**config.mk**
```make
export PLATFORM = sky130hd
export DESIGN_NAME = pcieLink
export DESIGN_NICKNAME = d
export VERILOG_FILES = /design/src/hw/pcieLinkPkg.sv /design/src/hw/linkConfigRegs.sv /design/src/hw/ltssmCore.sv /design/src/hw/txFramer.sv /design/src/hw/rxDeframer.sv /design/src/hw/pcieLink.sv
export SDC_FILE = /design/constraint.sdc
export NUM_CORES = 1
export LEC_CHECK = 0
export BUFFER_PORTS_ARGS = -buffer_cell sky130_fd_sc_hd__buf_2
export CAP_MARGIN = 20
export CORE_ASPECT_RATIO = 1.25
export CORE_MARGIN = 1.5
export CORE_UTILIZATION = 40
export CTS_CLUSTER_SIZE = 25
export DETAILED_ROUTE_END_ITERATION = 7
export SLEW_MARGIN = 20
export SYNTH_ARGS = -nofsm -noshare
export SYNTH_HDL_FRONTEND = slang
export SYNTH_SLANG_ARGS = --single-unit
```
**constraint.sdc**
```tcl
create_clock -name CLK -period 3.3 [get_ports CLK]
set_clock_uncertainty 0.15 [all_clocks]
set_input_delay 0.33 -clock CLK [delete_from_list [all_inputs] [get_ports CLK]]
set_output_delay 0.33 -clock CLK [all_outputs]
set_load 0.01 [all_outputs]
```
**src/hw/pcieLinkPkg.sv**
```systemverilog
package pcieLinkPkg;

    // lane masks are sized from each module's LaneCount parameter
    localparam int DefaultLaneCount = 4;

    typedef logic [7:0] symbol_t;
    typedef logic [7:0] linkNum_t;

    typedef enum logic [1:0] {
        ltssmDetect,
        ltssmPolling,
        ltssmConfig,
        ltssmL0
    } ltssmState_t;

    typedef enum logic [3:0] {
        lpifReset = 4'd0,
        lpifActive = 4'd1,
        lpifRetrain = 4'd2
    } lpifState_t;

    typedef enum logic [2:0] {
        osIdle,
        osTs1,
        osTs2,
        osStp,
        osEnd,
        osData
    } osKind_t;

    // K symbols
    localparam symbol_t ComSym = 8'hBC;
    localparam symbol_t PadSym = 8'hF7;
    localparam symbol_t StpSym = 8'hFB;
    localparam symbol_t EndSym = 8'hFD;

    // training set identifiers, sent as data symbols
    localparam symbol_t Ts1Id = 8'h4A;
    localparam symbol_t Ts2Id = 8'h45;

    localparam int TxSetCount = 16;
    localparam int RxSetCount = 8;

    localparam logic [1:0] RegLinkNum = 2'd0;
    localparam logic [1:0] RegStatus = 2'd1;
    localparam logic [1:0] RegRetrains = 2'd2;
    localparam logic [1:0] RegTlpCount = 2'd3;

endpackage

```
**src/hw/linkConfigRegs.sv**
```systemverilog
`timescale 1ns/1ps

module linkConfigRegs
    import pcieLinkPkg::*;
#(
    parameter int LaneCount = DefaultLaneCount,
    parameter type laneMask_t = logic [LaneCount-1:0]
)
(
    input  logic CLK,
    input  logic reset,
    input  logic wbCyc,
    input  logic wbStb,
    input  logic wbWe,
    input  logic [1:0] wbAdr,
    input  logic [31:0] wbDatW,
    input  ltssmState_t ltssmState,
    input  laneMask_t detectedLanes,
    input  logic linkUp,
    input  logic retrainPulse,
    input  logic tlpSeen,
    output logic [31:0] wbDatR,
    output logic wbAck,
    output linkNum_t cfgLinkNum
);

    logic wbReq;
    logic [31:0] statusWord;
    logic [15:0] retrainCount;
    logic [15:0] tlpCount;

    // a new request is taken only outside the ack cycle
    assign wbReq = wbCyc && wbStb && !wbAck;

    always_comb
    begin
        statusWord = '0;
        statusWord[0] = linkUp;
        statusWord[2:1] = ltssmState;
        statusWord[8 +: LaneCount] = detectedLanes;
    end

    always_ff @(posedge CLK)
    begin
        if (reset)
        begin
            wbAck <= 1'b0;
            cfgLinkNum <= 8'h01;
            retrainCount <= '0;
            tlpCount <= '0;
        end
        else
        begin
            wbAck <= wbReq;
            if (wbReq && wbWe && wbAdr == RegLinkNum)
            begin
                cfgLinkNum <= wbDatW[7:0];
            end
            // both counters saturate
            if (retrainPulse && retrainCount != 16'hFFFF)
            begin
                retrainCount <= retrainCount + 16'd1;
            end
            if (tlpSeen && tlpCount != 16'hFFFF)
            begin
                tlpCount <= tlpCount + 16'd1;
            end
        end
    end

    always_ff @(posedge CLK)
    begin
        if (wbReq)
        begin
            case (wbAdr)
                RegLinkNum: wbDatR <= {24'd0, cfgLinkNum};
                RegStatus: wbDatR <= statusWord;
                RegRetrains: wbDatR <= {16'd0, retrainCount};
                default: wbDatR <= {16'd0, tlpCount};
            endcase
        end
    end

endmodule

```
**src/hw/ltssmCore.sv**
```systemverilog
`timescale 1ns/1ps

module ltssmCore
    import pcieLinkPkg::*;
#(
    parameter int LaneCount = DefaultLaneCount,
    parameter int DetectWait = 12,
    parameter type laneMask_t = logic [LaneCount-1:0]
)
(
    input  logic CLK,
    input  logic reset,
    input  lpifState_t lpStateReq,
    input  laneMask_t PhyStatus,
    input  logic [LaneCount-1:0][2:0] RxStatus,
    input  linkNum_t cfgLinkNum,
    input  logic txSetDone,
    input  logic rxTs1Seen,
    input  logic rxTs2Seen,
    input  linkNum_t rxLinkNum,
    output logic detectReq,
    output ltssmState_t ltssmState,
    output osKind_t txKind,
    output linkNum_t txLinkNum,
    output laneMask_t detectedLanes,
    output logic linkUp,
    output lpifState_t plStateSts,
    output logic retrainPulse
);

    localparam int TxCountWidth = $clog2(TxSetCount + 1);
    localparam int RxCountWidth = $clog2(RxSetCount + 1);
    localparam int WaitWidth = $clog2(DetectWait + 1);

    logic [TxCountWidth-1:0] txSets;
    logic [RxCountWidth-1:0] rxSets;
    logic [WaitWidth-1:0] waitCount;
    laneMask_t rxPresent;
    logic rxAnySet;
    logic rxMatch;
    logic txLast;
    logic rxDone;
    logic trainDone;

    // status 3 means a receiver was found on that lane
    always_comb
    begin
        for (int i = 0; i < LaneCount; i++)
        begin
            rxPresent[i] = RxStatus[i] == 3'd3;
        end
    end

    assign rxAnySet = rxTs1Seen || rxTs2Seen;
    assign rxMatch = (ltssmState == ltssmPolling) ? rxAnySet
                                                  : rxTs2Seen && rxLinkNum == cfgLinkNum;
    assign txLast = txSets >= TxCountWidth'(TxSetCount - 1);
    assign rxDone = rxSets == RxCountWidth'(RxSetCount);
    // leave only on a set boundary so the next state starts with a fresh set
    assign trainDone = txSetDone && txLast && rxDone;

    always_comb
    begin
        case (ltssmState)
            ltssmPolling: txKind = osTs1;
            ltssmConfig: txKind = osTs2;
            ltssmL0: txKind = osData;
            default: txKind = osIdle;
        endcase
    end

    assign txLinkNum = cfgLinkNum;
    assign linkUp = ltssmState == ltssmL0;
    assign plStateSts = linkUp ? lpifActive : lpifReset;

    always_ff @(posedge CLK)
    begin
        if (reset)
        begin
            ltssmState <= ltssmDetect;
            detectReq <= 1'b0;
            waitCount <= '0;
            txSets <= '0;
            rxSets <= '0;
            detectedLanes <= '0;
            retrainPulse <= 1'b0;
        end
        else
        begin
            retrainPulse <= 1'b0;
            case (ltssmState)
                ltssmDetect:
                begin
                    if (waitCount != '0)
                    begin
                        waitCount <= waitCount - 1'b1;
                    end
                    else if (!detectReq)
                    begin
                        detectReq <= 1'b1;
                    end
                    else if (&PhyStatus)
                    begin
                        detectReq <= 1'b0;
                        detectedLanes <= rxPresent;
                        if (&rxPresent)
                        begin
                            ltssmState <= ltssmPolling;
                        end
                        else
                        begin
                            waitCount <= WaitWidth'(DetectWait);
                        end
                    end
                end
                ltssmPolling, ltssmConfig:
                begin
                    if (txSetDone && !txLast)
                    begin
                        txSets <= txSets + 1'b1;
                    end
                    // a set that does not match breaks the run
                    if (rxMatch && !rxDone)
                    begin
                        rxSets <= rxSets + 1'b1;
                    end
                    else if (rxAnySet && !rxMatch)
                    begin
                        rxSets <= '0;
                    end
                    if (trainDone)
                    begin
                        txSets <= '0;
                        rxSets <= '0;
                        ltssmState <= (ltssmState == ltssmPolling) ? ltssmConfig : ltssmL0;
                    end
                end
                ltssmL0:
                begin
                    if (lpStateReq == lpifRetrain)
                    begin
                        ltssmState <= ltssmConfig;
                        retrainPulse <= 1'b1;
                    end
                    else if (lpStateReq == lpifReset)
                    begin
                        ltssmState <= ltssmDetect;
                    end
                end
            endcase
        end
    end

endmodule

```
**src/hw/txFramer.sv**
```systemverilog
`timescale 1ns/1ps

module txFramer
    import pcieLinkPkg::*;
#(
    parameter int LaneCount = DefaultLaneCount,
    parameter type laneMask_t = logic [LaneCount-1:0]
)
(
    input  logic CLK,
    input  logic reset,
    input  ltssmState_t ltssmState,
    input  osKind_t txKind,
    input  linkNum_t txLinkNum,
    input  logic lpIrdy,
    input  symbol_t [LaneCount-1:0] lpData,
    input  logic lpTlpStart,
    input  logic lpTlpEnd,
    output logic plTrdy,
    output logic txSetDone,
    output symbol_t [LaneCount-1:0] TxData,
    output laneMask_t TxDataK,
    output laneMask_t TxDataValid,
    output laneMask_t TxElecIdle
);

    logic [1:0] symIdx;
    osKind_t tlpPhase;
    osKind_t nextPhase;
    logic sendingSet;
    logic setK;
    symbol_t setSym;
    symbol_t [LaneCount-1:0] nextData;
    laneMask_t nextK;
    logic nextValid;
    logic nextTrdy;

    assign sendingSet = ltssmState != ltssmL0 && (txKind == osTs1 || txKind == osTs2);
    assign txSetDone = sendingSet && symIdx == 2'd3;

    // TS1 carries PAD in the link field, TS2 the configured link number
    always_comb
    begin
        setK = 1'b0;
        case (symIdx)
            2'd0:
            begin
                setSym = ComSym;
                setK = 1'b1;
            end
            2'd1:
            begin
                setSym = (txKind == osTs1) ? PadSym : txLinkNum;
                setK = txKind == osTs1;
            end
            2'd2: setSym = 8'h00;
            default: setSym = (txKind == osTs1) ? Ts1Id : Ts2Id;
        endcase
    end

    always_comb
    begin
        nextData = lpData;
        nextK = '0;
        nextValid = 1'b0;
        nextPhase = tlpPhase;
        nextTrdy = plTrdy;
        if (ltssmState != ltssmL0)
        begin
            nextPhase = osIdle;
            nextTrdy = 1'b0;
            if (sendingSet)
            begin
                nextData = {LaneCount{setSym}};
                nextK = {LaneCount{setK}};
                nextValid = 1'b1;
            end
        end
        else
        begin
            case (tlpPhase)
                osIdle:
                begin
                    if (lpIrdy && lpTlpStart)
                    begin
                        nextPhase = osStp;
                    end
                end
                osStp:
                begin
                    nextData = {LaneCount{StpSym}};
                    nextK = '1;
                    nextValid = 1'b1;
                    nextTrdy = 1'b1;
                    nextPhase = osData;
                end
                osData:
                begin
                    // a gap in lpIrdy becomes an idle cycle on the lanes
                    if (lpIrdy && plTrdy)
                    begin
                        nextValid = 1'b1;
                        if (lpTlpEnd)
                        begin
                            nextTrdy = 1'b0;
                            nextPhase = osEnd;
                        end
                    end
                end
                osEnd:
                begin
                    nextData = {LaneCount{EndSym}};
                    nextK = '1;
                    nextValid = 1'b1;
                    nextPhase = osIdle;
                end
                default: nextPhase = osIdle;
            endcase
        end
    end

    always_ff @(posedge CLK)
    begin
        if (reset)
        begin
            symIdx <= '0;
            tlpPhase <= osIdle;
            plTrdy <= 1'b0;
            TxDataK <= '0;
            TxDataValid <= '0;
            TxElecIdle <= '1;
        end
        else
        begin
            symIdx <= sendingSet ? symIdx + 2'd1 : 2'd0;
            tlpPhase <= nextPhase;
            plTrdy <= nextTrdy;
            TxDataK <= nextK;
            TxDataValid <= {LaneCount{nextValid}};
            TxElecIdle <= {LaneCount{ltssmState == ltssmDetect}};
        end
    end

    always_ff @(posedge CLK)
    begin
        TxData <= nextData;
    end

endmodule

```
**src/hw/rxDeframer.sv**
```systemverilog
`timescale 1ns/1ps

module rxDeframer
    import pcieLinkPkg::*;
#(
    parameter int LaneCount = DefaultLaneCount,
    parameter type laneMask_t = logic [LaneCount-1:0]
)
(
    input  logic CLK,
    input  logic reset,
    input  symbol_t [LaneCount-1:0] RxData,
    input  laneMask_t RxDataK,
    input  laneMask_t RxDataValid,
    output logic rxTs1Seen,
    output logic rxTs2Seen,
    output linkNum_t rxLinkNum,
    output symbol_t [LaneCount-1:0] plData,
    output logic plValid,
    output logic plTlpStart,
    output logic plTlpEnd,
    output logic tlpSeen
);

    symbol_t [LaneCount-1:0] r1Data;
    symbol_t [LaneCount-1:0] r2Data;
    laneMask_t r1K;
    logic r1Valid;
    logic r1Com;
    logic r1Stp;
    logic r1End;
    logic r1Alike;
    logic r1NoK;
    logic inTlp;
    logic prevStp;
    logic r2Valid;
    logic r2Start;
    logic [1:0] osPos;
    logic osOk;
    linkNum_t osLink;

    // whole-link decode of the registered input cycle
    always_comb
    begin
        r1Com = r1Valid;
        r1Stp = r1Valid;
        r1End = r1Valid;
        r1Alike = 1'b1;
        for (int i = 0; i < LaneCount; i++)
        begin
            r1Com = r1Com && r1K[i] && r1Data[i] == ComSym;
            r1Stp = r1Stp && r1K[i] && r1Data[i] == StpSym;
            r1End = r1End && r1K[i] && r1Data[i] == EndSym;
            r1Alike = r1Alike && r1K[i] == r1K[0] && r1Data[i] == r1Data[0];
        end
    end

    assign r1NoK = r1K == '0;
    assign tlpSeen = plValid && plTlpEnd;

    always_ff @(posedge CLK)
    begin
        r1Data <= RxData;
        r1K <= RxDataK;
        r2Data <= r1Data;
        plData <= r2Data;
    end

    always_ff @(posedge CLK)
    begin
        if (reset)
        begin
            r1Valid <= 1'b0;
            inTlp <= 1'b0;
            prevStp <= 1'b0;
            r2Valid <= 1'b0;
            r2Start <= 1'b0;
            plValid <= 1'b0;
            plTlpStart <= 1'b0;
            plTlpEnd <= 1'b0;
        end
        else
        begin
            r1Valid <= &RxDataValid;
            prevStp <= r1Stp;
            if (r1Stp)
            begin
                inTlp <= 1'b1;
            end
            else if (r1End)
            begin
                inTlp <= 1'b0;
            end
            r2Valid <= r1Valid && r1NoK && inTlp;
            r2Start <= prevStp;
            // the beat in r2 is released once r1 shows what follows it
            plValid <= r2Valid;
            plTlpStart <= r2Valid && r2Start;
            plTlpEnd <= r2Valid && r1End;
        end
    end

    // ordered set parser, osPos 0 means waiting for COM
    always_ff @(posedge CLK)
    begin
        if (reset)
        begin
            osPos <= '0;
            osOk <= 1'b0;
            osLink <= '0;
            rxLinkNum <= '0;
            rxTs1Seen <= 1'b0;
            rxTs2Seen <= 1'b0;
        end
        else
        begin
            rxTs1Seen <= 1'b0;
            rxTs2Seen <= 1'b0;
            if (r1Com)
            begin
                osPos <= 2'd1;
                osOk <= 1'b1;
            end
            else if (osPos != 2'd0)
            begin
                osPos <= r1Valid ? osPos + 2'd1 : 2'd0;
                osOk <= osOk && r1Alike;
                case (osPos)
                    2'd1: osLink <= r1Data[0];
                    2'd2: osOk <= osOk && r1Alike && r1NoK && r1Data[0] == 8'h00;
                    default:
                    begin
                        if (r1Valid && osOk && r1Alike && r1NoK)
                        begin
                            rxTs1Seen <= r1Data[0] == Ts1Id;
                            rxTs2Seen <= r1Data[0] == Ts2Id;
                            rxLinkNum <= osLink;
                        end
                    end
                endcase
            end
        end
    end

endmodule

```
**src/hw/pcieLink.sv**
```systemverilog
`timescale 1ns/1ps

module pcieLink
    import pcieLinkPkg::*;
#(
    parameter int LaneCount = DefaultLaneCount,
    parameter int DetectWait = 12,
    parameter type laneMask_t = logic [LaneCount-1:0]
)
(
    input  logic CLK,
    input  logic reset,
    output symbol_t [LaneCount-1:0] TxData,
    output laneMask_t TxDataK,
    output laneMask_t TxDataValid,
    output laneMask_t TxElecIdle,
    output laneMask_t TxDetectRx,
    input  symbol_t [LaneCount-1:0] RxData,
    input  laneMask_t RxDataK,
    input  laneMask_t RxDataValid,
    input  logic [LaneCount-1:0][2:0] RxStatus,
    input  laneMask_t PhyStatus,
    input  logic lpIrdy,
    input  symbol_t [LaneCount-1:0] lpData,
    input  logic lpTlpStart,
    input  logic lpTlpEnd,
    output logic plTrdy,
    input  lpifState_t lpStateReq,
    output lpifState_t plStateSts,
    output logic plLinkUp,
    output symbol_t [LaneCount-1:0] plData,
    output logic plValid,
    output logic plTlpStart,
    output logic plTlpEnd,
    input  logic wbCyc,
    input  logic wbStb,
    input  logic wbWe,
    input  logic [1:0] wbAdr,
    input  logic [31:0] wbDatW,
    output logic [31:0] wbDatR,
    output logic wbAck
);

    ltssmState_t ltssmState;
    osKind_t txKind;
    linkNum_t txLinkNum;
    linkNum_t cfgLinkNum;
    linkNum_t rxLinkNum;
    laneMask_t detectedLanes;
    logic detectReq;
    logic retrainPulse;
    logic txSetDone;
    logic rxTs1Seen;
    logic rxTs2Seen;
    logic tlpSeen;

    // one detect request drives every lane
    assign TxDetectRx = {LaneCount{detectReq}};

    linkConfigRegs #(
        .LaneCount(LaneCount),
        .laneMask_t(laneMask_t)
    ) linkConfigRegs_i (
        .*,
        .linkUp(plLinkUp)
    );

    ltssmCore #(
        .LaneCount(LaneCount),
        .DetectWait(DetectWait),
        .laneMask_t(laneMask_t)
    ) ltssmCore_i (
        .*,
        .linkUp(plLinkUp)
    );

    txFramer #(
        .LaneCount(LaneCount),
        .laneMask_t(laneMask_t)
    ) txFramer_i (
        .*
    );

    rxDeframer #(
        .LaneCount(LaneCount),
        .laneMask_t(laneMask_t)
    ) rxDeframer_i (
        .*
    );

endmodule

```
---- After elaboration in Yosys (flattened, before gate mapping) ----
Index checks and enable logic that the tools add are counted.
storage, ports and cells
  flip-flop bits (word level) ............. 267
  output and inout port bits .............. 122
  bits of input ports ..................... 134
operators by class
  reduce and logical (&&, ||, !) cells .... 97
  add/sub/neg operators ................... 7
  $lt $le $gt $ge ......................... 1
  bitwise logic cells ..................... 7
  eq/ne operators ......................... 55
  multiplexer cells ....................... 54
operators with widths
  cell                     count
  $eq A8 B8 Y1 const B     12
  $mux W32                 2
  $pmux W32 S2             1
  $logic_and A1 B1 Y1      54
  $pmux W16 S3             1
  $mux W4                  11
  $add A16 B1 Y16 const B  2
  $eq A8 B8 Y1             4
  $ne A16 B16 Y1 const B   2
  $pmux W8 S3              1
  $reduce_and A4 Y1        5
  $eq A3 B2 Y1 const B     6
  $mux W1                  18
  $pmux W3 S3              2
  $eq A8 B7 Y1 const B     2
  $mux W2                  8
  $ne A2 B1 Y1 const B     7
  $reduce_bool A2 Y1       7
  $reduce_or A2 Y1         7
  $eq A2 B2 Y1 const B     6
  $mux W5                  2
  $mux W3                  3
  $reduce_and A3 Y1        3
  $eq A2 B1 Y1 const B     4
  28 further kinds         51

---- Depth between registers and ports, before layout ----
  depth after elaboration ................. 12
  mapped depth ............................ 8

---- By module ----
Synthesis repeated with hierarchy kept, for this count alone.
unflattened totals
  cells, all modules ...................... 930
  area total of the unflattened synthesis .. 9,709.3 um^2
modules (own cells, without submodules)
  module          cells each  instances  area an instance (um^2)
  rxDeframer      297         1          3,684.8
  linkConfigRegs  291         1          2,930.3
  txFramer        181         1          1,706.6
  ltssmCore       157         1          1,357.6
  pcieLink        4           1          30.0

---- Least setup slack after synthesis ----
No wires, ideal clock.
  path kind ............................... input-to-reg
  from .................................... input port wbCyc
  to ...................................... register linkConfigRegs_i.cfgLinkNum[0]
  slack ................................... 1.058 ns
  path buffers ............................ 0
  stages .................................. 5
  setup time .............................. 0.120 ns
  data arrival time ....................... 1.972 ns
  path through ............................ nand2_1 nor2_1 nand3_1 mux2i_1 nand2_1
between the ends
  longest elaborated chain between the ends .. 4
ends and longest elaborated chain
  item                              line                  RTL
  start, declared                   pcieLink.sv:35        input logic wbCyc,
  $logic_and A1 B1 Y1 (2 in a row)  linkConfigRegs.sv:33  assign wbReq = wbCyc && wbStb && !wbAck;
  net linkConfigRegs_i.wbReq        linkConfigRegs.sv:27  logic wbReq;
  $logic_and A1 B1 Y1 (2 in a row)  linkConfigRegs.sv:55  if (wbReq && wbWe && wbAdr == RegLinkNum)
  end signal, assigned              linkConfigRegs.sv:57  cfgLinkNum <= wbDatW[7:0];
  end, declared                     linkConfigRegs.sv:24  output linkNum_t cfgLinkNum
The timed path passes the listed nets, and every way through them passes these cells.
A chain may end at the register's enable or synchronous reset.

---- Worst setup path in the final report ----
  from .................................... register rxDeframer_i.osPos[0]
  to ...................................... register rxDeframer_i.rxTs1Seen
between the ends
  longest elaborated chain between the ends .. 3
  elaborated cells on any way between the ends .. 5
  classes of those cells .................. eq/ne: 2; bitwise: 1; reduce/logical: 2
ends and longest elaborated chain
  item                          line               RTL
  start, declared               rxDeframer.sv:38   logic [1:0] osPos;
  start signal, assigned        rxDeframer.sv:126  osPos <= r1Valid ? osPos + 2'd1 : 2'd0;
  $reduce_bool A2 Y1            rxDeframer.sv:124  else if (osPos != 2'd0)
  $not A1 Y1 (no line)          n/a
  $reduce_or A6 Y1 (no line) *  n/a
  end signal, assigned          rxDeframer.sv:135  rxTs1Seen <= r1Data[0] == Ts1Id;
  end, declared                 rxDeframer.sv:15   output logic rxTs1Seen,
Every way passes the cells marked *; elsewhere a longest branch is shown, timed or not.

==> metrics <==
status=finished, final reports clean; cell area after synthesis=just over 9000 µm²; HPWL after DPL=between 10,000 and 15,000 µm; Setup Viol. Count Final=0; wire length per cell=14.6 µm; Total GRT Usage=0.176; Area growth, synth to finish=31.2%; EDFF count, synth=16; vias in the first global route=approximately 7,100; reg2reg start=rxDeframer_i.osPos[0]$_SDFFE_PP0P_; antenna cells=0; Pre-antenna DRT Iters=4; Synth async-reset ratio=0; hold crit path type=in2reg; Layout Nets=1,334; Setup crit start=rxDeframer_i.osPos[0]$_SDFFE_PP0P_; first-pass GRT wire length=approximately 35,000 µm; die area=about 24,000 µm²; fin crit period=2.46 ns; TritonCTS clock tree=built; Max clock buf depth=3; clock slew at reported path FFs=0.06 ns; cts repair resizes=0; power density cells=547 nW/µm²; post-route setup TNS=0 ns; IO buf count=212; commonest non-fill, non-tap cell in the layout=dfxtp_1; DR DRC count=0; max cap viols=0; register area share after synthesis=0.556; cts bufs inserted=25; unrepaired setup endpoints after global routing=false; pins over their slew limit=0; FF+latch count, synth=between 200 and 250; mean area per synthesized cell=10.3 µm²; yosys synthesis warning count=0; hold_ws=0.0331 ns; worst IR drop on VDD=0.405 mV; FP Rows=61; fmax=roughly 410 MHz; post-route ant nets=0; WL final=21,600 µm; most frequent cells in the layout=232 x dfxtp_1, 212 x buf_2, 84 x dlygate4sd3_1; clock latency on the worst-skew pair=0.52 ns; Worst slew margin=0.397; Hold Fails Final Rpt=0; layout cell share with drive strength beyond 1=0.231; Core Area=22,400 µm²; Cell variety after synth=65; GRT overflow=0; final period utilization=0.745; Fillers=~2,000; total clock sinks=about 250; via count=7,292; clock tree root buffer cell=clkbuf_16; Mapped Cells=roughly 900; initial antenna violation count=0; Hold Crit Start=RxStatus[7]; initial drt markers=~250; Slew @ Worst Pin=0.901 ns; Die Wd=139 µm; initial core utilization=0.411; pin count of the biggest net entering global routing=58; Crit Path Class=reg2reg; startpoint types=flip-flop; Top FF cell, synth=dfxtp_1; Die Y-Extent=173 µm; IO Pins=256; Static Leak=5.22 nW; H-tree depth=1; vias per cell=between 4 and 5; critical path fanouts, max=10; worst path required time=about 3.6 ns; routability cong.=0.801; CP Capture Type=flip-flop; Critical Path AT=approximately 2.8 ns
[layer usage]
| metal | wire, µm | track usage | up-vias |
|---|---|---|---|
| met3 | 1220 | 0.0330 | 39 |
| met1 | 8900 | 0.200 | 3325 |
| met4 | 562 | 0.0621 | 0 |
| li1 | - | - | 3724 |
| met2 | 10900 | 0.328 | 204 |
| met5 | 0 | 0 | - |
[where the power goes]
part           leakage, nW  switching [W]  internal, W  total, W
registers             2.07      0.0000563      0.00315   0.00321
clock network        0.424        0.00117      0.00177   0.00293
logic                 2.73       0.000235     0.000242  0.000476
[registers in the layout, summed over array words and instances (netlist names), 5 cells and up]
signal and flops:
rxDeframer_i.rxLinkNum 8, rxDeframer_i.r2Data 32, linkConfigRegs_i.tlpCount 16, ltssmCore_i.txSets 5, linkConfigRegs_i.cfgLinkNum 8, linkConfigRegs_i.retrainCount 16, txFramer_i.TxData 32, rxDeframer_i.plData 32
linkConfigRegs_i.wbDatR 16, rxDeframer_i.r1Data 32, rxDeframer_i.osLink 8
[logic make-up (layout without fill, tap and decap cells)]
family	count (synthesis)	count (layout)	share of synthesized area
other	1	19	0.000407
muxes	30	30	0.0373
buffers and inverters	86	371	0.0487
DFF	248	248	0.556
xor gates and xnor gates	35	35	0.0333
AOI/OAI and AO/OA	183	183	0.126
and+or+nand+nor	297	297	0.173
adders and majority gates	18	18	0.0244
[worst paths after layout]
kind                                                     to  slack [ns]  cells past startpoint
setup / recovery          rxDeframer_i.rxTs1Seen$_SDFF_PP0_        0.84                      7
hold / removal    ltssmCore_i.detectedLanes[2]$_SDFFE_PP0P_        0.03                      4
setup reg to reg          rxDeframer_i.rxTs1Seen$_SDFF_PP0_        0.84                      7
hold reg to reg              rxDeframer_i.plData[0]$_DFF_P_        0.17                      0
[per-stage QoR]
step / instance area, µm² / worst slack, ns / cells / utilization / power (W)
6_report: 12100 / 0.842 / 1484 / 0.539 / 0.00662
5_1_grt: 12100 / 0.620 / 1484 / 0.539 / 0.00689
4_1_cts: 12100 / 0.822 / 1484 / 0.539 / 0.00671
3_5_place_dp: 10400 / 0.827 / 1354 / 0.463 / 0.00367
3_3_place_gp: 10400 / 0.865 / 1354 / 0.463 / 0.00367
2_1_floorplan: 9280 / 1.06 / 916 / - / 0.00350
[worst max-delay path, cell delays in order, from the launching register on]
cell and delay, ns:
dfxtp_1 0.38, inv_1 0.08, ha_1 0.29, nor3b_1 0.25
o2111a_1 0.22, nand4_1 0.35, nor4_1 0.46, and4b_1 0.24
[cells in the mapped netlist (6+ instances only)]
library cell | number | area share
and2_1 | 8 | 0.0054
mux2i_1 | 22 | 0.024
and4_1 | 9 | 0.0086
and3_1 | 11 | 0.0075
a21oi_1 | 51 | 0.028
clkbuf_1 | 28 | 0.011
nand2_1 | 43 | 0.018
xor2_1 | 25 | 0.024
buf_4 | 33 | 0.027
nand3_1 | 43 | 0.023
inv_1 | 20 | 0.0081
xnor2_1 | 10 | 0.0095
edfxtp_1 | 16 | 0.052
nand3b_1 | 6 | 0.0049
nor3_1 | 21 | 0.011
o21a_1 | 8 | 0.0065
nor4_1 | 10 | 0.0068
or3_1 | 12 | 0.0081
nand2b_1 | 13 | 0.0088
nor2b_1 | 14 | 0.0095
dfxtp_1 | 232 | 0.50
nor2_1 | 63 | 0.026
a21o_1 | 30 | 0.024
ha_1 | 18 | 0.024
o21ai_0 | 49 | 0.027
nand4_1 | 20 | 0.014
[layout make-up]
cell class / count / area [µm²] / share of cell area
tap: 283 / 354 / 0.0293
multi-input combinational: 582 / 3710 / 0.307
sequential: 248 / 5120 / 0.424
clock buffer: 30 / 666 / 0.0550
timing repair buffer: 304 / 1960 / 0.162
clock inverter: 16 / 199 / 0.0165
inverter: 21 / 78.8 / 0.00652
[repair_timing]
| item | 4_1_cts | 5_1_grt |
|---|---|---|
| hold buffers | 84 | 0 |
| setup buffers | 0 | 0 |
| endpoints found under the hold margin | 80 | 0 |
No activity file was read; power rests on OpenSTA's default activity.
